--- config.mk ---
export PLATFORM = sky130hd
export DESIGN_NAME = mmu_xlate
export DESIGN_NICKNAME = d
export VERILOG_FILES = /design/src/logic/mmu_pkg.sv /design/src/logic/reset_stretch.sv /design/src/logic/seg_mapper.sv /design/src/logic/tlb_lookup.sv /design/src/logic/xlate_resolve.sv /design/src/logic/mmu_xlate.sv
export SDC_FILE = /design/constraint.sdc
export NUM_CORES = 1
export LEC_CHECK = 0
export BUFFER_PORTS_ARGS = -buffer_cell sky130_fd_sc_hd__buf_2
export CAP_MARGIN = 20
export CORE_AREA = 2 2 208 210
export DETAILED_ROUTE_END_ITERATION = 16
export DIE_AREA = 0 0 210 212
export PLACE_DENSITY = 0.84
export REMOVE_ABC_BUFFERS = 1
export SYNTH_ARGS = -nofsm -noshare
export SYNTH_HDL_FRONTEND = slang
export SYNTH_SLANG_ARGS = --single-unit
--- constraint.sdc ---
create_clock -name aclk -period 16.24 [get_ports aclk]
set_clock_uncertainty 0.15 [all_clocks]
set_input_delay 3.248 -clock aclk [delete_from_list [all_inputs] [get_ports aclk]]
set_output_delay 3.248 -clock aclk [all_outputs]
set_load 0.02 [all_outputs]
--- src/logic/mmu_pkg.sv ---
`default_nettype none

package mmu_pkg;

    // mips cause register codes.
    typedef enum logic [4:0] {
        exc_none = 5'd0,
        exc_mod  = 5'd1, // store to clean page.
        exc_tlbl = 5'd2,
        exc_tlbs = 5'd3,
        exc_adel = 5'd4,
        exc_ades = 5'd5
    } exc_code_t;

    // one virtual address, read either by segment or by page.
    typedef union packed {
        struct packed {
            logic [2:0]  seg;
            logic [28:0] rest;
        } seg_view;
        struct packed {
            logic [19:0] vpn;
            logic [11:0] offset;
        } page_view;
    } vaddr_u;

    localparam logic [2:0] seg_kseg0 = 3'd4; // 0x8000_0000.
    localparam logic [2:0] seg_kseg1 = 3'd5; // 0xa000_0000.

endpackage

`default_nettype wire

--- src/logic/reset_stretch.sv ---
`timescale 1ns/1ps
`default_nettype none

module reset_stretch #(
    parameter int RST_HOLD_CYCLES = 16
) (
    input  wire  aclk,
    input  wire  aresetn,
    output logic o_rstn
);

    localparam int CW = $clog2(RST_HOLD_CYCLES + 1);

    logic [CW-1:0] hold_cnt;

    always_ff @(posedge aclk) begin
        if (!aresetn) begin
            hold_cnt <= '0;
            o_rstn   <= 1'b0;
        end else if (!o_rstn) begin
            hold_cnt <= hold_cnt + 1'b1;
            if (hold_cnt == CW'(RST_HOLD_CYCLES - 1)) begin
                o_rstn <= 1'b1; // release after the last hold edge.
            end
        end
    end

    // once released, only aresetn may pull the core back into reset
    a_no_spurious_reset: assert property (
        @(posedge aclk) aresetn && o_rstn |=> o_rstn
    ) else $error("internal reset dropped while aresetn high");

endmodule

`default_nettype wire

--- src/logic/seg_mapper.sv ---
`timescale 1ns/1ps
`default_nettype none

module seg_mapper (
    input  wire         aclk,
    input  wire         aresetn,
    input  wire         i_req,
    input  wire  [31:0] i_va,
    input  wire         i_kernel_mode,
    input  wire         i_erl,
    input  wire         i_kseg0_cached,
    output logic        o_valid,
    output logic        o_mapped,
    output logic        o_addr_err,
    output logic [31:0] o_unmapped_pa,
    output logic        o_unmapped_cached
);

    mmu_pkg::vaddr_u va;
    logic            mapped;
    logic            addr_err;
    logic [31:0]     unmapped_pa;
    logic            unmapped_cached;

    assign va = i_va;

    always_comb begin
        mapped          = 1'b1;
        addr_err        = 1'b0;
        unmapped_pa     = i_va;
        unmapped_cached = 1'b0;
        if (!i_kernel_mode && va.seg_view.seg[2]) begin
            mapped   = 1'b0; // kernel space from user mode.
            addr_err = 1'b1;
        end else if (va.seg_view.seg == mmu_pkg::seg_kseg0) begin
            mapped          = 1'b0;
            unmapped_pa     = {3'b000, va.seg_view.rest};
            unmapped_cached = i_kseg0_cached;
        end else if (va.seg_view.seg == mmu_pkg::seg_kseg1) begin
            mapped      = 1'b0;
            unmapped_pa = {3'b000, va.seg_view.rest}; // always uncached.
        end else if (!va.seg_view.seg[2] && i_erl) begin
            mapped = 1'b0; // kuseg identity map under erl.
        end
    end

    always_ff @(posedge aclk) begin
        if (!aresetn) begin
            o_valid    <= 1'b0;
            o_mapped   <= 1'b0;
            o_addr_err <= 1'b0;
        end else begin
            o_valid <= i_req;
            if (i_req) begin
                o_mapped   <= mapped;
                o_addr_err <= addr_err;
            end
        end
    end

    always_ff @(posedge aclk) begin
        if (i_req) begin
            o_unmapped_pa     <= unmapped_pa;
            o_unmapped_cached <= unmapped_cached;
        end
    end

    a_mapped_xor_err: assert property (
        @(posedge aclk) !(o_mapped && o_addr_err)
    ) else $error("segment result both mapped and address error");

endmodule

`default_nettype wire

--- src/logic/tlb_lookup.sv ---
`timescale 1ns/1ps
`default_nettype none

module tlb_lookup #(
    parameter int TLB_ENTRIES = 8
) (
    input  wire                            aclk,
    input  wire                            aresetn,
    input  wire                            i_req,
    input  wire  [31:0]                    i_va,
    input  wire  [7:0]                     i_asid,
    input  wire                            i_we,
    input  wire  [$clog2(TLB_ENTRIES)-1:0] i_index,
    input  wire  [18:0]                    i_vpn2,
    input  wire  [7:0]                     i_entry_asid,
    input  wire                            i_g,
    input  wire  [19:0]                    i_pfn0,
    input  wire  [19:0]                    i_pfn1,
    input  wire                            i_c0,
    input  wire                            i_c1,
    input  wire                            i_d0,
    input  wire                            i_d1,
    input  wire                            i_v0,
    input  wire                            i_v1,
    output logic                           o_valid,
    output logic                           o_hit,
    output logic [19:0]                    o_pfn,
    output logic                           o_v,
    output logic                           o_d,
    output logic                           o_c
);

    logic [TLB_ENTRIES-1:0] present_q;
    logic [18:0]            vpn2_q [TLB_ENTRIES];
    logic [7:0]             asid_q [TLB_ENTRIES];
    logic                   g_q    [TLB_ENTRIES];
    logic [19:0]            pfn_q  [TLB_ENTRIES][2]; // even, odd.
    logic [1:0]             c_q    [TLB_ENTRIES];
    logic [1:0]             d_q    [TLB_ENTRIES];
    logic [1:0]             v_q    [TLB_ENTRIES];

    mmu_pkg::vaddr_u        va;
    logic                   odd;
    logic [TLB_ENTRIES-1:0] match;
    logic                   hit;
    logic [19:0]            pfn;
    logic                   v;
    logic                   d;
    logic                   c;

    assign va  = i_va;
    assign odd = va.page_view.vpn[0]; // va bit 12.

    always_ff @(posedge aclk) begin
        if (!aresetn) begin
            present_q <= '0;
        end else if (i_we) begin
            present_q[i_index] <= 1'b1;
        end
    end

    always_ff @(posedge aclk) begin
        if (i_we) begin
            vpn2_q[i_index]    <= i_vpn2;
            asid_q[i_index]    <= i_entry_asid;
            g_q[i_index]       <= i_g;
            pfn_q[i_index][0]  <= i_pfn0;
            pfn_q[i_index][1]  <= i_pfn1;
            c_q[i_index]       <= {i_c1, i_c0};
            d_q[i_index]       <= {i_d1, i_d0};
            v_q[i_index]       <= {i_v1, i_v0};
        end
    end

    always_comb begin
        for (int i = 0; i < TLB_ENTRIES; i++) begin
            match[i] = present_q[i] && (vpn2_q[i] == va.page_view.vpn[19:1]) &&
                       (g_q[i] || (asid_q[i] == i_asid));
        end
    end

    // one-hot select of the matching half.
    always_comb begin
        hit = 1'b0;
        pfn = '0;
        v   = 1'b0;
        d   = 1'b0;
        c   = 1'b0;
        for (int i = 0; i < TLB_ENTRIES; i++) begin
            if (match[i]) begin
                hit = 1'b1;
                pfn = pfn_q[i][odd];
                v   = v_q[i][odd];
                d   = d_q[i][odd];
                c   = c_q[i][odd];
            end
        end
    end

    always_ff @(posedge aclk) begin
        if (!aresetn) begin
            o_valid <= 1'b0;
            o_hit   <= 1'b0;
        end else begin
            o_valid <= i_req;
            if (i_req) begin
                o_hit <= hit;
            end
        end
    end

    always_ff @(posedge aclk) begin
        if (i_req) begin
            o_pfn <= pfn;
            o_v   <= v;
            o_d   <= d;
            o_c   <= c;
        end
    end

    // software keeps vpn2/asid pairs unique across entries
    a_single_match: assert property (
        @(posedge aclk) disable iff (!aresetn) i_req |-> $onehot0(match)
    ) else $error("multiple tlb entries match one request");

endmodule

`default_nettype wire

--- src/logic/xlate_resolve.sv ---
`timescale 1ns/1ps
`default_nettype none

module xlate_resolve (
    input  wire                    i_seg_valid,
    input  wire                    i_mapped,
    input  wire                    i_addr_err,
    input  wire  [31:0]            i_unmapped_pa,
    input  wire                    i_unmapped_cached,
    input  wire                    i_tlb_hit,
    input  wire  [19:0]            i_pfn,
    input  wire                    i_v,
    input  wire                    i_d,
    input  wire                    i_c,
    input  wire  [11:0]            i_va_lo,
    input  wire                    i_write,
    output logic                   o_valid,
    output logic [31:0]            o_paddr,
    output logic                   o_cached,
    output mmu_pkg::exc_code_t     o_exc
);

    mmu_pkg::vaddr_u    mapped_pa;
    mmu_pkg::exc_code_t exc;

    always_comb begin
        mapped_pa.page_view.vpn    = i_pfn;
        mapped_pa.page_view.offset = i_va_lo;
    end

    always_comb begin
        exc = mmu_pkg::exc_none;
        if (i_addr_err) begin
            exc = i_write ? mmu_pkg::exc_ades : mmu_pkg::exc_adel;
        end else if (i_mapped && (!i_tlb_hit || !i_v)) begin
            exc = i_write ? mmu_pkg::exc_tlbs : mmu_pkg::exc_tlbl; // refill or invalid.
        end else if (i_mapped && i_write && !i_d) begin
            exc = mmu_pkg::exc_mod;
        end
    end

    always_comb begin
        o_valid  = i_seg_valid;
        o_exc    = i_seg_valid ? exc : mmu_pkg::exc_none;
        o_paddr  = '0;
        o_cached = 1'b0;
        if (exc == mmu_pkg::exc_none) begin
            o_paddr  = i_mapped ? mapped_pa : i_unmapped_pa;
            o_cached = i_mapped ? i_c : i_unmapped_cached;
        end
    end

endmodule

`default_nettype wire

--- src/logic/mmu_xlate.sv ---
`timescale 1ns/1ps
`default_nettype none

module mmu_xlate #(
    parameter int TLB_ENTRIES     = 8,
    parameter int RST_HOLD_CYCLES = 16
) (
    input  wire                            aclk,
    input  wire                            aresetn,
    input  wire                            i_va_valid,
    input  wire  [31:0]                    i_va,
    input  wire                            i_write,
    input  wire                            i_kernel_mode,
    input  wire                            i_erl,
    input  wire                            i_kseg0_cached,
    input  wire  [7:0]                     i_asid,
    input  wire                            i_tlb_we,
    input  wire  [$clog2(TLB_ENTRIES)-1:0] i_tlb_index,
    input  wire  [18:0]                    i_tlb_vpn2,
    input  wire  [7:0]                     i_tlb_asid,
    input  wire                            i_tlb_g,
    input  wire  [19:0]                    i_tlb_pfn0,
    input  wire  [19:0]                    i_tlb_pfn1,
    input  wire                            i_tlb_c0,
    input  wire                            i_tlb_c1,
    input  wire                            i_tlb_d0,
    input  wire                            i_tlb_d1,
    input  wire                            i_tlb_v0,
    input  wire                            i_tlb_v1,
    output logic                           o_ready,
    output logic                           o_valid,
    output logic [31:0]                    o_paddr,
    output logic                           o_cached,
    output mmu_pkg::exc_code_t             o_exc
);

    logic        core_rstn;
    logic        req;
    logic        write_q;
    logic [11:0] va_lo_q;
    logic        seg_valid;
    logic        seg_mapped;
    logic        seg_addr_err;
    logic [31:0] seg_unmapped_pa;
    logic        seg_unmapped_cached;
    logic        tlb_valid;
    logic        tlb_hit;
    logic [19:0] tlb_pfn;
    logic        tlb_v;
    logic        tlb_d;
    logic        tlb_c;

    assign o_ready = core_rstn;
    assign req     = i_va_valid && core_rstn; // drop requests until ready.

    always_ff @(posedge aclk) begin
        if (req) begin
            write_q <= i_write;
            va_lo_q <= i_va[11:0];
        end
    end

    reset_stretch #(
        .RST_HOLD_CYCLES(RST_HOLD_CYCLES)
    ) reset_stretch_i (
        .aclk    (aclk),
        .aresetn (aresetn),
        .o_rstn  (core_rstn)
    );

    seg_mapper seg_mapper_i (
        .aclk              (aclk),
        .aresetn           (core_rstn),
        .i_req             (req),
        .i_va              (i_va),
        .i_kernel_mode     (i_kernel_mode),
        .i_erl             (i_erl),
        .i_kseg0_cached    (i_kseg0_cached),
        .o_valid           (seg_valid),
        .o_mapped          (seg_mapped),
        .o_addr_err        (seg_addr_err),
        .o_unmapped_pa     (seg_unmapped_pa),
        .o_unmapped_cached (seg_unmapped_cached)
    );

    tlb_lookup #(
        .TLB_ENTRIES(TLB_ENTRIES)
    ) tlb_lookup_i (
        .aclk         (aclk),
        .aresetn      (core_rstn),
        .i_req        (req),
        .i_va         (i_va),
        .i_asid       (i_asid),
        .i_we         (i_tlb_we),
        .i_index      (i_tlb_index),
        .i_vpn2       (i_tlb_vpn2),
        .i_entry_asid (i_tlb_asid),
        .i_g          (i_tlb_g),
        .i_pfn0       (i_tlb_pfn0),
        .i_pfn1       (i_tlb_pfn1),
        .i_c0         (i_tlb_c0),
        .i_c1         (i_tlb_c1),
        .i_d0         (i_tlb_d0),
        .i_d1         (i_tlb_d1),
        .i_v0         (i_tlb_v0),
        .i_v1         (i_tlb_v1),
        .o_valid      (tlb_valid),
        .o_hit        (tlb_hit),
        .o_pfn        (tlb_pfn),
        .o_v          (tlb_v),
        .o_d          (tlb_d),
        .o_c          (tlb_c)
    );

    xlate_resolve xlate_resolve_i (
        .i_seg_valid       (seg_valid),
        .i_mapped          (seg_mapped),
        .i_addr_err        (seg_addr_err),
        .i_unmapped_pa     (seg_unmapped_pa),
        .i_unmapped_cached (seg_unmapped_cached),
        .i_tlb_hit         (tlb_hit),
        .i_pfn             (tlb_pfn),
        .i_v               (tlb_v),
        .i_d               (tlb_d),
        .i_c               (tlb_c),
        .i_va_lo           (va_lo_q),
        .i_write           (write_q),
        .o_valid           (o_valid),
        .o_paddr           (o_paddr),
        .o_cached          (o_cached),
        .o_exc             (o_exc)
    );

    // both halves of the lookup must land on the same cycle
    a_results_aligned: assert property (
        @(posedge aclk) seg_valid == tlb_valid
    ) else $error("segment and tlb results out of step");

endmodule

`default_nettype wire

==> flow_summary_export.csv, run 1 <==
group,metric,value,unit
run_status,status,"finished, final reports clean",
sta,min_period,6.44,ns
layout,final_cell_area,30700,sq um
sta,finalCritPeriodShare,39.7,%
clock_network,numCtsBuffers,66,
clock_network,cts_resized,0,
worst_setup_path,path_buf_inv,1,
grt,antenna_found_initial,6,
power_and_ir_drop,power_density,120,nW/um^2
worst_setup_path,reg2reg_slack,12.31,ns
worst_setup_path,crit_required,16.53,ns
synthesis,ys.warnings.count,0,
layout,final_nets,1933,
synthesis,yosysSeqAreaShare,73.0,%
floorplan,core-area,42500,sq um
floorplan,die_h,212,microns
synthesis,yosys.area_share.simple,5.39,%
worst_setup_path,crit_fanout,20,
synthesis,syn_area,27200,sq um
worst_setup_path,crit_path_start_kind,"input pin",
clock_network,worstSkewPairLatency,0.59,ns
layout,final_layout_size_suffix_gt1_share,19.8,%
clock_network,clock-sinks,667,
synthesis,yosysMostFrequentCell,"edfxtp_1",
detailed_routing,dr.pass1.iters,5,
clock_network,postCtsHoldBufs,0,
synthesis,synth_cell_types,50,
worst_setup_path,startpoint,"i_va[31]",
sta,setup_violations,0,
sta,drv_slew,0,
worst_setup_path,worst_path_largest_cell_delay,1.00,ns
synthesis,synth_top_area_share,71.7,%
worst_setup_path,crit_slowest_cell,"nand2_1",
grt,grt_use_total,29.3,%
worst_setup_path,r2r-start,"tlb_lookup_i.asid_q[4][2]",
synthesis,synth_top_family_by_area,"XOR/XNOR gates",
power_and_ir_drop,leakage,10.5,nW
worst_setup_path,worstReg2RegEnd,"tlb_lookup_i.o_pfn[18]",
hold_path,min_path_type,"reg -> reg",
clock_network,cts_setup_buffers,0,
grt,grt_max_degree,145,
power_and_ir_drop,power_switching,0.000741,W
clock_network,cts_tree,"built",
layout,regArea,19800,sq um
sta,tightest_slew,1.16,ns
power_and_ir_drop,seqPwrFrac,52.9,%
clock_network,h-tree-depth,3,
worst_setup_path,cp.depth,9,
detailed_routing,vias,15500,
place,place.port_buffers,162,
detailed_routing,drt_wl_total,64700,microns
clock_network,cts_buffer_depth,3,
worst_setup_path,critPathTopFamily,"simple AND/OR/NAND/NOR gates",
place,placed_area,28400,sq um
layout,syn_to_final_growth,13.0,%
detailed_routing,routedWlPerCell,26.8,microns
worst_setup_path,ff2ff_path_depth,8,
grt,grt_pass1_wl,95000,microns
power_and_ir_drop,pwr-share-comb,4.3,%
sta,setup_tns,0,ns
worst_setup_path,endpoint,"tlb_lookup_i.o_pfn[8]",
grt,grt_pass1_vias,15800,
sta,relSlewSlack,22.8,%
power_and_ir_drop,swShare,20.0,%
synthesis,synth_edf_count,649,
floorplan,start_util,64.0,%
power_and_ir_drop,peakVddDrop,0.107,mV
floorplan,num_rows,76,
synthesis,synthFlopType,"edfxtp_1",
flow_run,maxCapViolations,0,
layout,fill_cells,2412,
synthesis,synth.area.top_cells,"edfxtp_1, xor2_1, mux2i_1",
sta,max_freq,155,MHz
worst_setup_path,path_cells,"buf_2 -> xnor2_1 -> nand4_1 -> nor3_1 -> nand2_1 -> o21ai_0 -> a41oi_1 -> o221ai_1 -> a31o_1",
detailed_routing,routed_via_density,6.43,
synthesis,muxShareOfSynthArea,6.29,%
power_and_ir_drop,clockPowerShare,42.8,%
synthesis,synth.largest_area_cell,"edfxtp_1",
detailed_routing,drt_iter0_markers,1840,
grt,grt_overflow_total,0,
detailed_routing,ant_nets,0,
worst_setup_path,criticalPathCategory,"in -> reg",
place,dp.final_hpwl,36900,microns
place,gp_congestion,0.861,
synthesis,syn_inst,1655,
power_and_ir_drop,intPower,0.00296,W
synthesis,ys_top_cells_by_count,"edfxtp_1, xor2_1, mux2i_1",
synthesis,synth_compound_area_share,6.16,%
synthesis,ys_ff_latch,667,
detailed_routing,drcViolationCount,0,
floorplan,die-area,44500,sq um
synthesis,synthAdderAreaFrac,0.0920,%
sta,hold_violations,0,
worst_setup_path,worstPathArrival,6.74,ns
floorplan,fp.dieW,210,microns
synthesis,synth_xor_area_share,7.05,%
synthesis,ys_async_sr_fraction,0,%
worst_setup_path,end_kind,"flop",
clock_network,cts-root-buf,"clkbuf_16",
layout,multi_input_area,6890,sq um
floorplan,pin_count,165,
clock_network,clkTransAtPathRegs,0.06,ns
power_and_ir_drop,total_power,0.00370,W
sta,rsz0062_at_grt,"false",
sta,fin_hold_ws,0.327,ns
synthesis,synth_area_per_cell,16.4,sq um
stage by stage:
stage | worst slack [ns] | utilization [%] | instances
after floorplan | 6.99 | - | 1553
after global placement | 9.38 | 66.9 | 2283
after detailed placement | 9.28 | 66.9 | 2283
after CTS | 9.87 | 72.2 | 2402
after global routing | 9.66 | 72.3 | 2406
final | 9.80 | 72.3 | 2409
routing by layer:
metal	global-route usage (%)	vias up	share of wire, %
met2	49.3	902	50
li1	-	6661	-
met3	5.67	183	9.2
met1	37.4	7739	37
met4	13.6	2	4.0
met5	0	-	0.017
placed cells by master (no fill, tap or decap), drive strengths merged, types with 18 or more instances in the layout:
master  netlist  layout
nand2b       28      28
and2         20      20
clkinv        0      21
edfxtp      649     649
nand2        50      50
a21oi        30      30
xnor2        75      75
o211ai       27      27
clkbuf       59      87
mux2         72      72
dfxtp        18      18
buf          44     184
nor2b        44      44
mux2i        90      90
o21ai        45      45
xor2        144     144
a31o         22      22
o221ai       20      20
nor4         38      38
nand4        25      25
nor2         32      32
a211oi       44      44
worst min path at each step:
| stage | start | to | slack (ns) | cells past startpoint |
|---|---|---|---|---|
| after floorplan | tlb_lookup_i.present_q[0] | tlb_lookup_i.present_q[0] | 0.29 | 1 |
| after global placement | tlb_lookup_i.present_q[5] | tlb_lookup_i.present_q[5] | 0.30 | 1 |
| after detailed placement | tlb_lookup_i.present_q[3] | tlb_lookup_i.present_q[3] | 0.31 | 1 |
| after CTS | tlb_lookup_i.present_q[3] | tlb_lookup_i.present_q[3] | 0.32 | 1 |
| after global routing | tlb_lookup_i.present_q[2] | tlb_lookup_i.present_q[2] | 0.34 | 1 |
| final | tlb_lookup_i.present_q[3] | tlb_lookup_i.present_q[3] | 0.33 | 1 |
cells by family after synthesis:
logic type	count (synthesis)
DFF	667
and+or+nand+nor	267
AOI/OAI and AO/OA	230
xor gates and xnor gates	219
muxes	162
buffers and inverters	107
adders and majority gates	2
other	1
sequential cells by signal, indices dropped and copies added, names as in the netlist, 8 cells and up:
name / flops
tlb_lookup_i.pfn_q: 320
tlb_lookup_i.vpn2_q: 152
tlb_lookup_i.asid_q: 64
seg_mapper_i.o_unmapped_pa: 21
tlb_lookup_i.o_pfn: 20
tlb_lookup_i.c_q: 16
tlb_lookup_i.d_q: 16
tlb_lookup_i.v_q: 16
va_lo_q: 11
tlb_lookup_i.g_q: 8
tlb_lookup_i.present_q: 8
power by group through the flow:
stage | Clock (W) | Sequential, W | Combinational (W)
global route | 0.00166 | 0.00196 | 0.000169
detailed placement | 0 | 0.00199 | 0.000155
global placement | 0 | 0.00199 | 0.000149
CTS | 0.00159 | 0.00196 | 0.000158
finish | 0.00158 | 0.00196 | 0.000159
floorplan | 0 | 0.00199 | 0.0000684
area by class of cell:
class | count | share of cell area [%]
inverters | 4 | 0.0489
well taps | 546 | 2.22
flip-flops and latches | 667 | 64.6
clock buffers | 86 | 6.03
diodes | 6 | 0.0489
repair buffers | 185 | 3.29
clock inverters | 33 | 1.33
multi-input cells | 882 | 22.4
No activity file was read; power rests on OpenSTA's default activity.
==> run 2: changes to the inputs <==
ABC_AREA = 1   (was default)
CORE_AREA = 2 2 235 237   (was 2 2 208 210)
DIE_AREA = 0 0 237 239   (was 0 0 210 212)
PLACE_DENSITY = 0.75   (was 0.84)
clock period = 5.15 ns   (was 16.24 ns; I/O delays follow)
==> flow_summary_export.csv, run 2 <==
group,metric,value,unit
synthesis,ys_async_sr_fraction,0,%
power_and_ir_drop,seqPwrFrac,53.2,%
place,placed_area,30900,sq um
clock_network,clkTransAtPathRegs,0.07,ns
power_and_ir_drop,intPower,0.00896,W
floorplan,start_util,54.3,%
synthesis,synthFlopType,"edfxtp_1",
synthesis,synth_cell_types,51,
worst_setup_path,crit_required,3.97,ns
detailed_routing,drt_iter0_markers,2568,
floorplan,fp.dieW,237,microns
place,placedCellCount,3468,
power_and_ir_drop,swShare,22.7,%
clock_network,postCtsHoldBufs,0,
layout,layoutNonFillerInstCount,3596,
grt,grt_max_degree,131,
synthesis,synth_area_per_cell,11.0,sq um
layout,top_register,"tlb_lookup_i.pfn_q",
synthesis,synth_edf_count,649,
synthesis,synth.largest_area_cell,"edfxtp_1",
synthesis,ys_top_cells_by_count,"nand2_1, edfxtp_1, inv_1",
clock_network,cts-root-buf,"clkbuf_16",
run_status,status,"finished, final reports clean",
floorplan,pin_count,165,
clock_network,cts_setup_buffers,0,
worst_setup_path,crit_fanout,22,
worst_setup_path,end_kind,"output port",
worst_setup_path,crit_path_start_kind,"flop",
sta,hold_violations,0,
layout,final_layout_size_suffix_gt1_share,13.5,%
detailed_routing,ant_nets,0,
layout,fill_cells,4184,
power_and_ir_drop,pwr-share-comb,5.8,%
hold_path,min_path_type,"reg -> reg",
clock_network,numCtsBuffers,70,
power_and_ir_drop,peakVddDrop,0.260,mV
sta,rsz0062_at_grt,"false",
floorplan,die_h,239,microns
sta,setup_tns,0,ns
clock_network,cts_buffer_depth,3,
synthesis,ys_ff_latch,667,
clock_network,h-tree-depth,3,
synthesis,synth.area.top_cells,"edfxtp_1, nand2_1, nand3_1",
synthesis,syn_area,29500,sq um
clock_network,worstSkewPairLatency,0.64,ns
place,place.port_buffers,162,
layout,mostFrequentLayoutCell,"nand2_1",
synthesis,ys.warnings.count,0,
sta,setup_violations,0,
layout,final_nets,2965,
grt,grt_overflow_total,0,
detailed_routing,drcViolationCount,0,
detailed_routing,drt_wl_total,81800,microns
synthesis,syn_inst,2685,
sta,drv_slew,0,
synthesis,yosysMostFrequentCell,"nand2_1",
clock_network,cts_tree,"built",
sta,max_freq,220,MHz
sta,fin_hold_ws,0.354,ns
worst_setup_path,worstPathArrival,3.37,ns
floorplan,num_rows,86,
clock_network,cts_resized,0,
layout,syn_to_final_growth,12.2,%
grt,antenna_found_initial,2,
floorplan,core-area,54300,sq um
power_and_ir_drop,power_density,350,nW/um^2
grt,grt_pass1_vias,19900,
detailed_routing,dr.pass1.iters,6,
grt,grt_use_total,29.1,%
worst_setup_path,criticalPathCategory,"reg -> out",
sta,relSlewSlack,25.1,%
layout,reg.largest.list,"tlb_lookup_i.pfn_q: 320 flops, tlb_lookup_i.vpn2_q: 152 flops, tlb_lookup_i.asid_q: 64 flops",
synthesis,synth_top_area_share,66.0,%
layout,fin_util,60.9,%
floorplan,die-area,56600,sq um
sta,min_period,4.55,ns
detailed_routing,routedWlPerCell,22.7,microns
layout,largest_reg_flops,320,
flow_run,maxCapViolations,0,
synthesis,yosysSeqAreaShare,67.2,%
sta,finalCritPeriodShare,88.4,%
power_and_ir_drop,leakage,13.2,nW
layout,final_cell_area,33100,sq um
grt,grt_pass1_wl,121000,microns
detailed_routing,vias,20500,
power_and_ir_drop,power_switching,0.00264,W
detailed_routing,routed_via_density,5.69,
clock_network,clock-sinks,667,
layout,mostFrequentLayoutCells,"nand2_1, edfxtp_1, inv_1",
sta,tightest_slew,1.12,ns
place,gp_congestion,0.918,
power_and_ir_drop,clockPowerShare,41.0,%
place,dp.final_hpwl,50300,microns
run 2: stage by stage:
step,worst slack (ns),power (W)
final,0.595,0.0116
after global routing,0.469,0.0119
after detailed placement,1.02,0.00694
after CTS,0.631,0.0116
after global placement,0.986,0.00692
after floorplan,0.157,0.00660
run 2: power by group through the flow:
stage / sequential, W / combinational, W / clock [W]
2_1_floorplan: 0.00628 / 0.000318 / 0
3_3_place_gp: 0.00627 / 0.000650 / 0
3_5_place_dp: 0.00628 / 0.000660 / 0
4_1_cts: 0.00617 / 0.000664 / 0.00480
5_1_grt: 0.00618 / 0.000728 / 0.00502
6_report: 0.00617 / 0.000672 / 0.00476
run 2: worst max-delay path, cell delays in order, from the launching register on:
cell     delay [ns]
dfxtp_1        0.34
inv_1          0.06
buf_4          0.28
nor2_1         0.06
o21ai_0        0.25
nand3_1        0.80
a21oi_1        0.68
buf_2          0.26
run 2: area by class of cell:
class	count	area [sq um]	share of cell area, %
repair buffers	195	1170	3.54
diodes	1	2.50	0.00756
clock buffers	88	1880	5.68
inverters	194	731	2.21
well taps	704	881	2.66
clock inverters	37	251	0.760
flip-flops and latches	667	19800	59.9
multi-input cells	1710	8340	25.2
run 2: path summary, 6_finish.rpt:
check | from | endpoint | slack (ns) | cells after the start
worst max-delay path | seg_mapper_i.o_mapped | o_paddr[26] | 0.60 | 7
worst min register to register | reset_stretch_i.hold_cnt[3] | reset_stretch_i.hold_cnt[3] | 0.35 | 2
worst min-delay path | reset_stretch_i.hold_cnt[3] | reset_stretch_i.hold_cnt[3] | 0.35 | 2
worst max register to register | tlb_lookup_i.asid_q[3][4] | tlb_lookup_i.o_pfn[1] | 2.15 | 15
run 2: metal layers:
metal / share of wire [%] / vias up / track usage, %
li1: - / 9369 / -
met1: 41 / 9933 / 39.7
met2: 47 / 1029 / 47.0
met3: 9.7 / 135 / 5.79
met4: 2.4 / 2 / 9.93
met5: 0.0086 / - / 0
run 2: kinds of logic after synthesis:
logic type / share of synthesized area [%]
other: 0.0127
muxes: 1.56
DFF: 67.2
buffers and inverters: 4.71
and+or+nand+nor: 20.8
adders and majority gates: 0.0848
xor gates and xnor gates: 2.97
AOI/OAI and AO/OA: 2.66
==> run 3: changes to the inputs <==
CELL_PAD_IN_SITES_DETAIL_PLACEMENT = 0   (was default)
CELL_PAD_IN_SITES_GLOBAL_PLACEMENT = 2   (was default)
CORE_AREA = 2 2 263 265   (was 2 2 235 237)
DIE_AREA = 0 0 265 267   (was 0 0 237 239)
PLACE_DENSITY = default   (was 0.75)
PLACE_DENSITY_LB_ADDON = 0.1   (was default)
REMOVE_ABC_BUFFERS = default   (was 1)
clock period = 5.87 ns   (was 5.15 ns; I/O delays follow)
==> flow_summary_export.csv, run 3 (synthesis results as in run 2) <==
group,metric,value,unit
clock_network,cts_resized,0,
sta,drv_slew,0,
grt,grt_use_total,24.8,%
clock_network,clock-sinks,667,
worst_setup_path,crit_path_start_kind,"flop",
layout,reg.largest.list,"tlb_lookup_i.pfn_q: 320 flops, tlb_lookup_i.vpn2_q: 152 flops, tlb_lookup_i.asid_q: 64 flops",
detailed_routing,ant_nets,0,
worst_setup_path,crit_required,4.55,ns
clock_network,cts_buffer_depth,3,
clock_network,postCtsHoldBufs,0,
worst_setup_path,crit_slowest_cell,"nand3_1",
detailed_routing,routed_via_density,5.27,
power_and_ir_drop,power_density,316,nW/um^2
floorplan,die-area,70800,sq um
floorplan,pin_count,165,
floorplan,fp.dieW,265,microns
grt,grt_overflow_total,0,
detailed_routing,drt_iter0_markers,1675,
sta,relSlewSlack,27.8,%
power_and_ir_drop,swShare,22.0,%
place,place.port_buffers,162,
hold_path,min_path_type,"reg -> reg",
sta,setup_tns,0,ns
grt,grt_pass1_vias,19000,
power_and_ir_drop,pwr-share-comb,5.6,%
sta,finalCritPeriodShare,80.3,%
layout,mostFrequentLayoutCell,"nand2_1",
layout,final_cell_area,33600,sq um
worst_setup_path,worst_path_largest_cell_delay,0.56,ns
layout,largest_reg_flops,320,
worst_setup_path,end_kind,"output port",
layout,final_layout_size_suffix_gt1_share,13.6,%
detailed_routing,dr.pass1.iters,5,
power_and_ir_drop,total_power,0.0106,W
flow_run,maxCapViolations,0,
grt,grt_pass1_wl,127000,microns
worst_setup_path,path_cells,"buf_4 -> inv_1 -> nor2_1 -> o21ai_0 -> nand3_1 -> buf_8 -> a21oi_1 -> buf_2",
clock_network,cts_setup_buffers,0,
sta,setup_violations,0,
layout,top_register,"tlb_lookup_i.pfn_q",
floorplan,core-area,68000,sq um
sta,max_freq,212,MHz
clock_network,cts_tree,"built",
layout,diodes,0,
layout,mostFrequentLayoutCells,"nand2_1, edfxtp_1, inv_1",
clock_network,cts-root-buf,"clkbuf_16",
worst_setup_path,criticalPathCategory,"reg -> out",
power_and_ir_drop,power_switching,0.00234,W
worst_setup_path,path_buf_inv,4,
sta,hold_violations,0,
power_and_ir_drop,leakage,13.3,nW
place,gp_congestion,0.909,
place,dp.final_hpwl,53900,microns
clock_network,worstSkewPairLatency,0.61,ns
grt,grt_max_degree,131,
power_and_ir_drop,seqPwrFrac,50.9,%
layout,syn_to_final_growth,13.7,%
worst_setup_path,crit_fanout,24,
power_and_ir_drop,intPower,0.00828,W
detailed_routing,routedWlPerCell,23.3,microns
sta,tightest_slew,1.08,ns
detailed_routing,vias,19900,
run_status,status,"finished, final reports clean",
layout,final_nets,2968,
floorplan,num_rows,96,
place,placed_area,31100,sq um
clock_network,clkTransAtPathRegs,0.06,ns
power_and_ir_drop,peakVddDrop,0.266,mV
detailed_routing,drt_wl_total,87900,microns
floorplan,die_h,267,microns
worst_setup_path,worstPathArrival,3.39,ns
clock_network,h-tree-depth,3,
worst_setup_path,critPathTopFamily,"buffers and inverters",
sta,rsz0062_at_grt,"false",
sta,min_period,4.71,ns
grt,antenna_found_initial,4,
floorplan,start_util,43.4,%
clock_network,numCtsBuffers,75,
detailed_routing,drcViolationCount,0,
power_and_ir_drop,clockPowerShare,43.4,%
-- run 3: changes by cell type in the layout (fill, tap and decap cells not counted), moves of 3 or more --
cell	change
buf_4	-3
clkbuf_16	+5
clkinv_2	-3
bufinv_16	+6
-- run 3: metal layers --
layer / part of all wire (%) / global-route usage (%) / up-vias / wire length, microns
met1: 45 / 35.6 / 9671 / 40000
li1: - / - / 9377 / -
met5: 0.013 / 0 / - / 11
met4: 1.9 / 6.26 / 2 / 1700
met2: 45 / 38.9 / 754 / 39700
met3: 7.4 / 4.51 / 103 / 6500
-- run 3: path summary, 6_finish.rpt --
kind,slack [ns],cells past startpoint,startpoint,endpoint
max,1.16,8,seg_mapper_i.o_mapped,o_paddr[20]
min,0.33,2,reset_stretch_i.hold_cnt[3],reset_stretch_i.hold_cnt[3]
max reg2reg,2.62,15,tlb_lookup_i.asid_q[2][3],tlb_lookup_i.o_pfn[0]
min reg2reg,0.33,2,reset_stretch_i.hold_cnt[3],reset_stretch_i.hold_cnt[3]
-- run 3: per-stage QoR --
| step | utilization [%] | worst slack, ns | cells | hold WS (ns) |
|---|---|---|---|---|
| after floorplan | - | 0.733 | 2686 | 0.295 |
| after global placement | 45.8 | 1.39 | 3643 | 0.313 |
| after detailed placement | 45.8 | 1.41 | 3644 | 0.324 |
| after CTS | 49.3 | 1.11 | 3778 | 0.334 |
| after global routing | 49.4 | 0.917 | 3780 | 0.366 |
| final | 49.4 | 1.16 | 3780 | 0.327 |
-- run 3: cell type report --
class,count,area [sq um]
Fill cell,6040,34400
Sequential cell,667,19800
Multi-Input combinational cell,1710,8340
Clock buffer,97,2040
Timing Repair Buffer,193,1160
Tap cell,882,1100
Inverter,194,731
Clock inverter,37,343
-- run 3: power by group through the flow --
stage | logic [W] | registers, W | clock network [W]
floorplan | 0.000325 | 0.00551 | 0
global route | 0.000652 | 0.00542 | 0.00490
CTS | 0.000599 | 0.00541 | 0.00470
detailed placement | 0.000597 | 0.00551 | 0
global placement | 0.000595 | 0.00550 | 0
finish | 0.000600 | 0.00541 | 0.00461
-- run 3: worst register-to-register path, cell delays in order (launching register included) --
cell,delay [ns]
edfxtp_1,0.39
nand2_1,0.09
nand4_1,0.10
nor3_1,0.33
nand2_1,0.12
nand2_1,0.08
buf_4,0.42
nand2_2,0.63
nand3_1,0.29
nand2_1,0.07
nand2_1,0.06
nand2_1,0.05
nand2_1,0.06
nand2_1,0.05
nand2_1,0.07
nand2_1,0.05
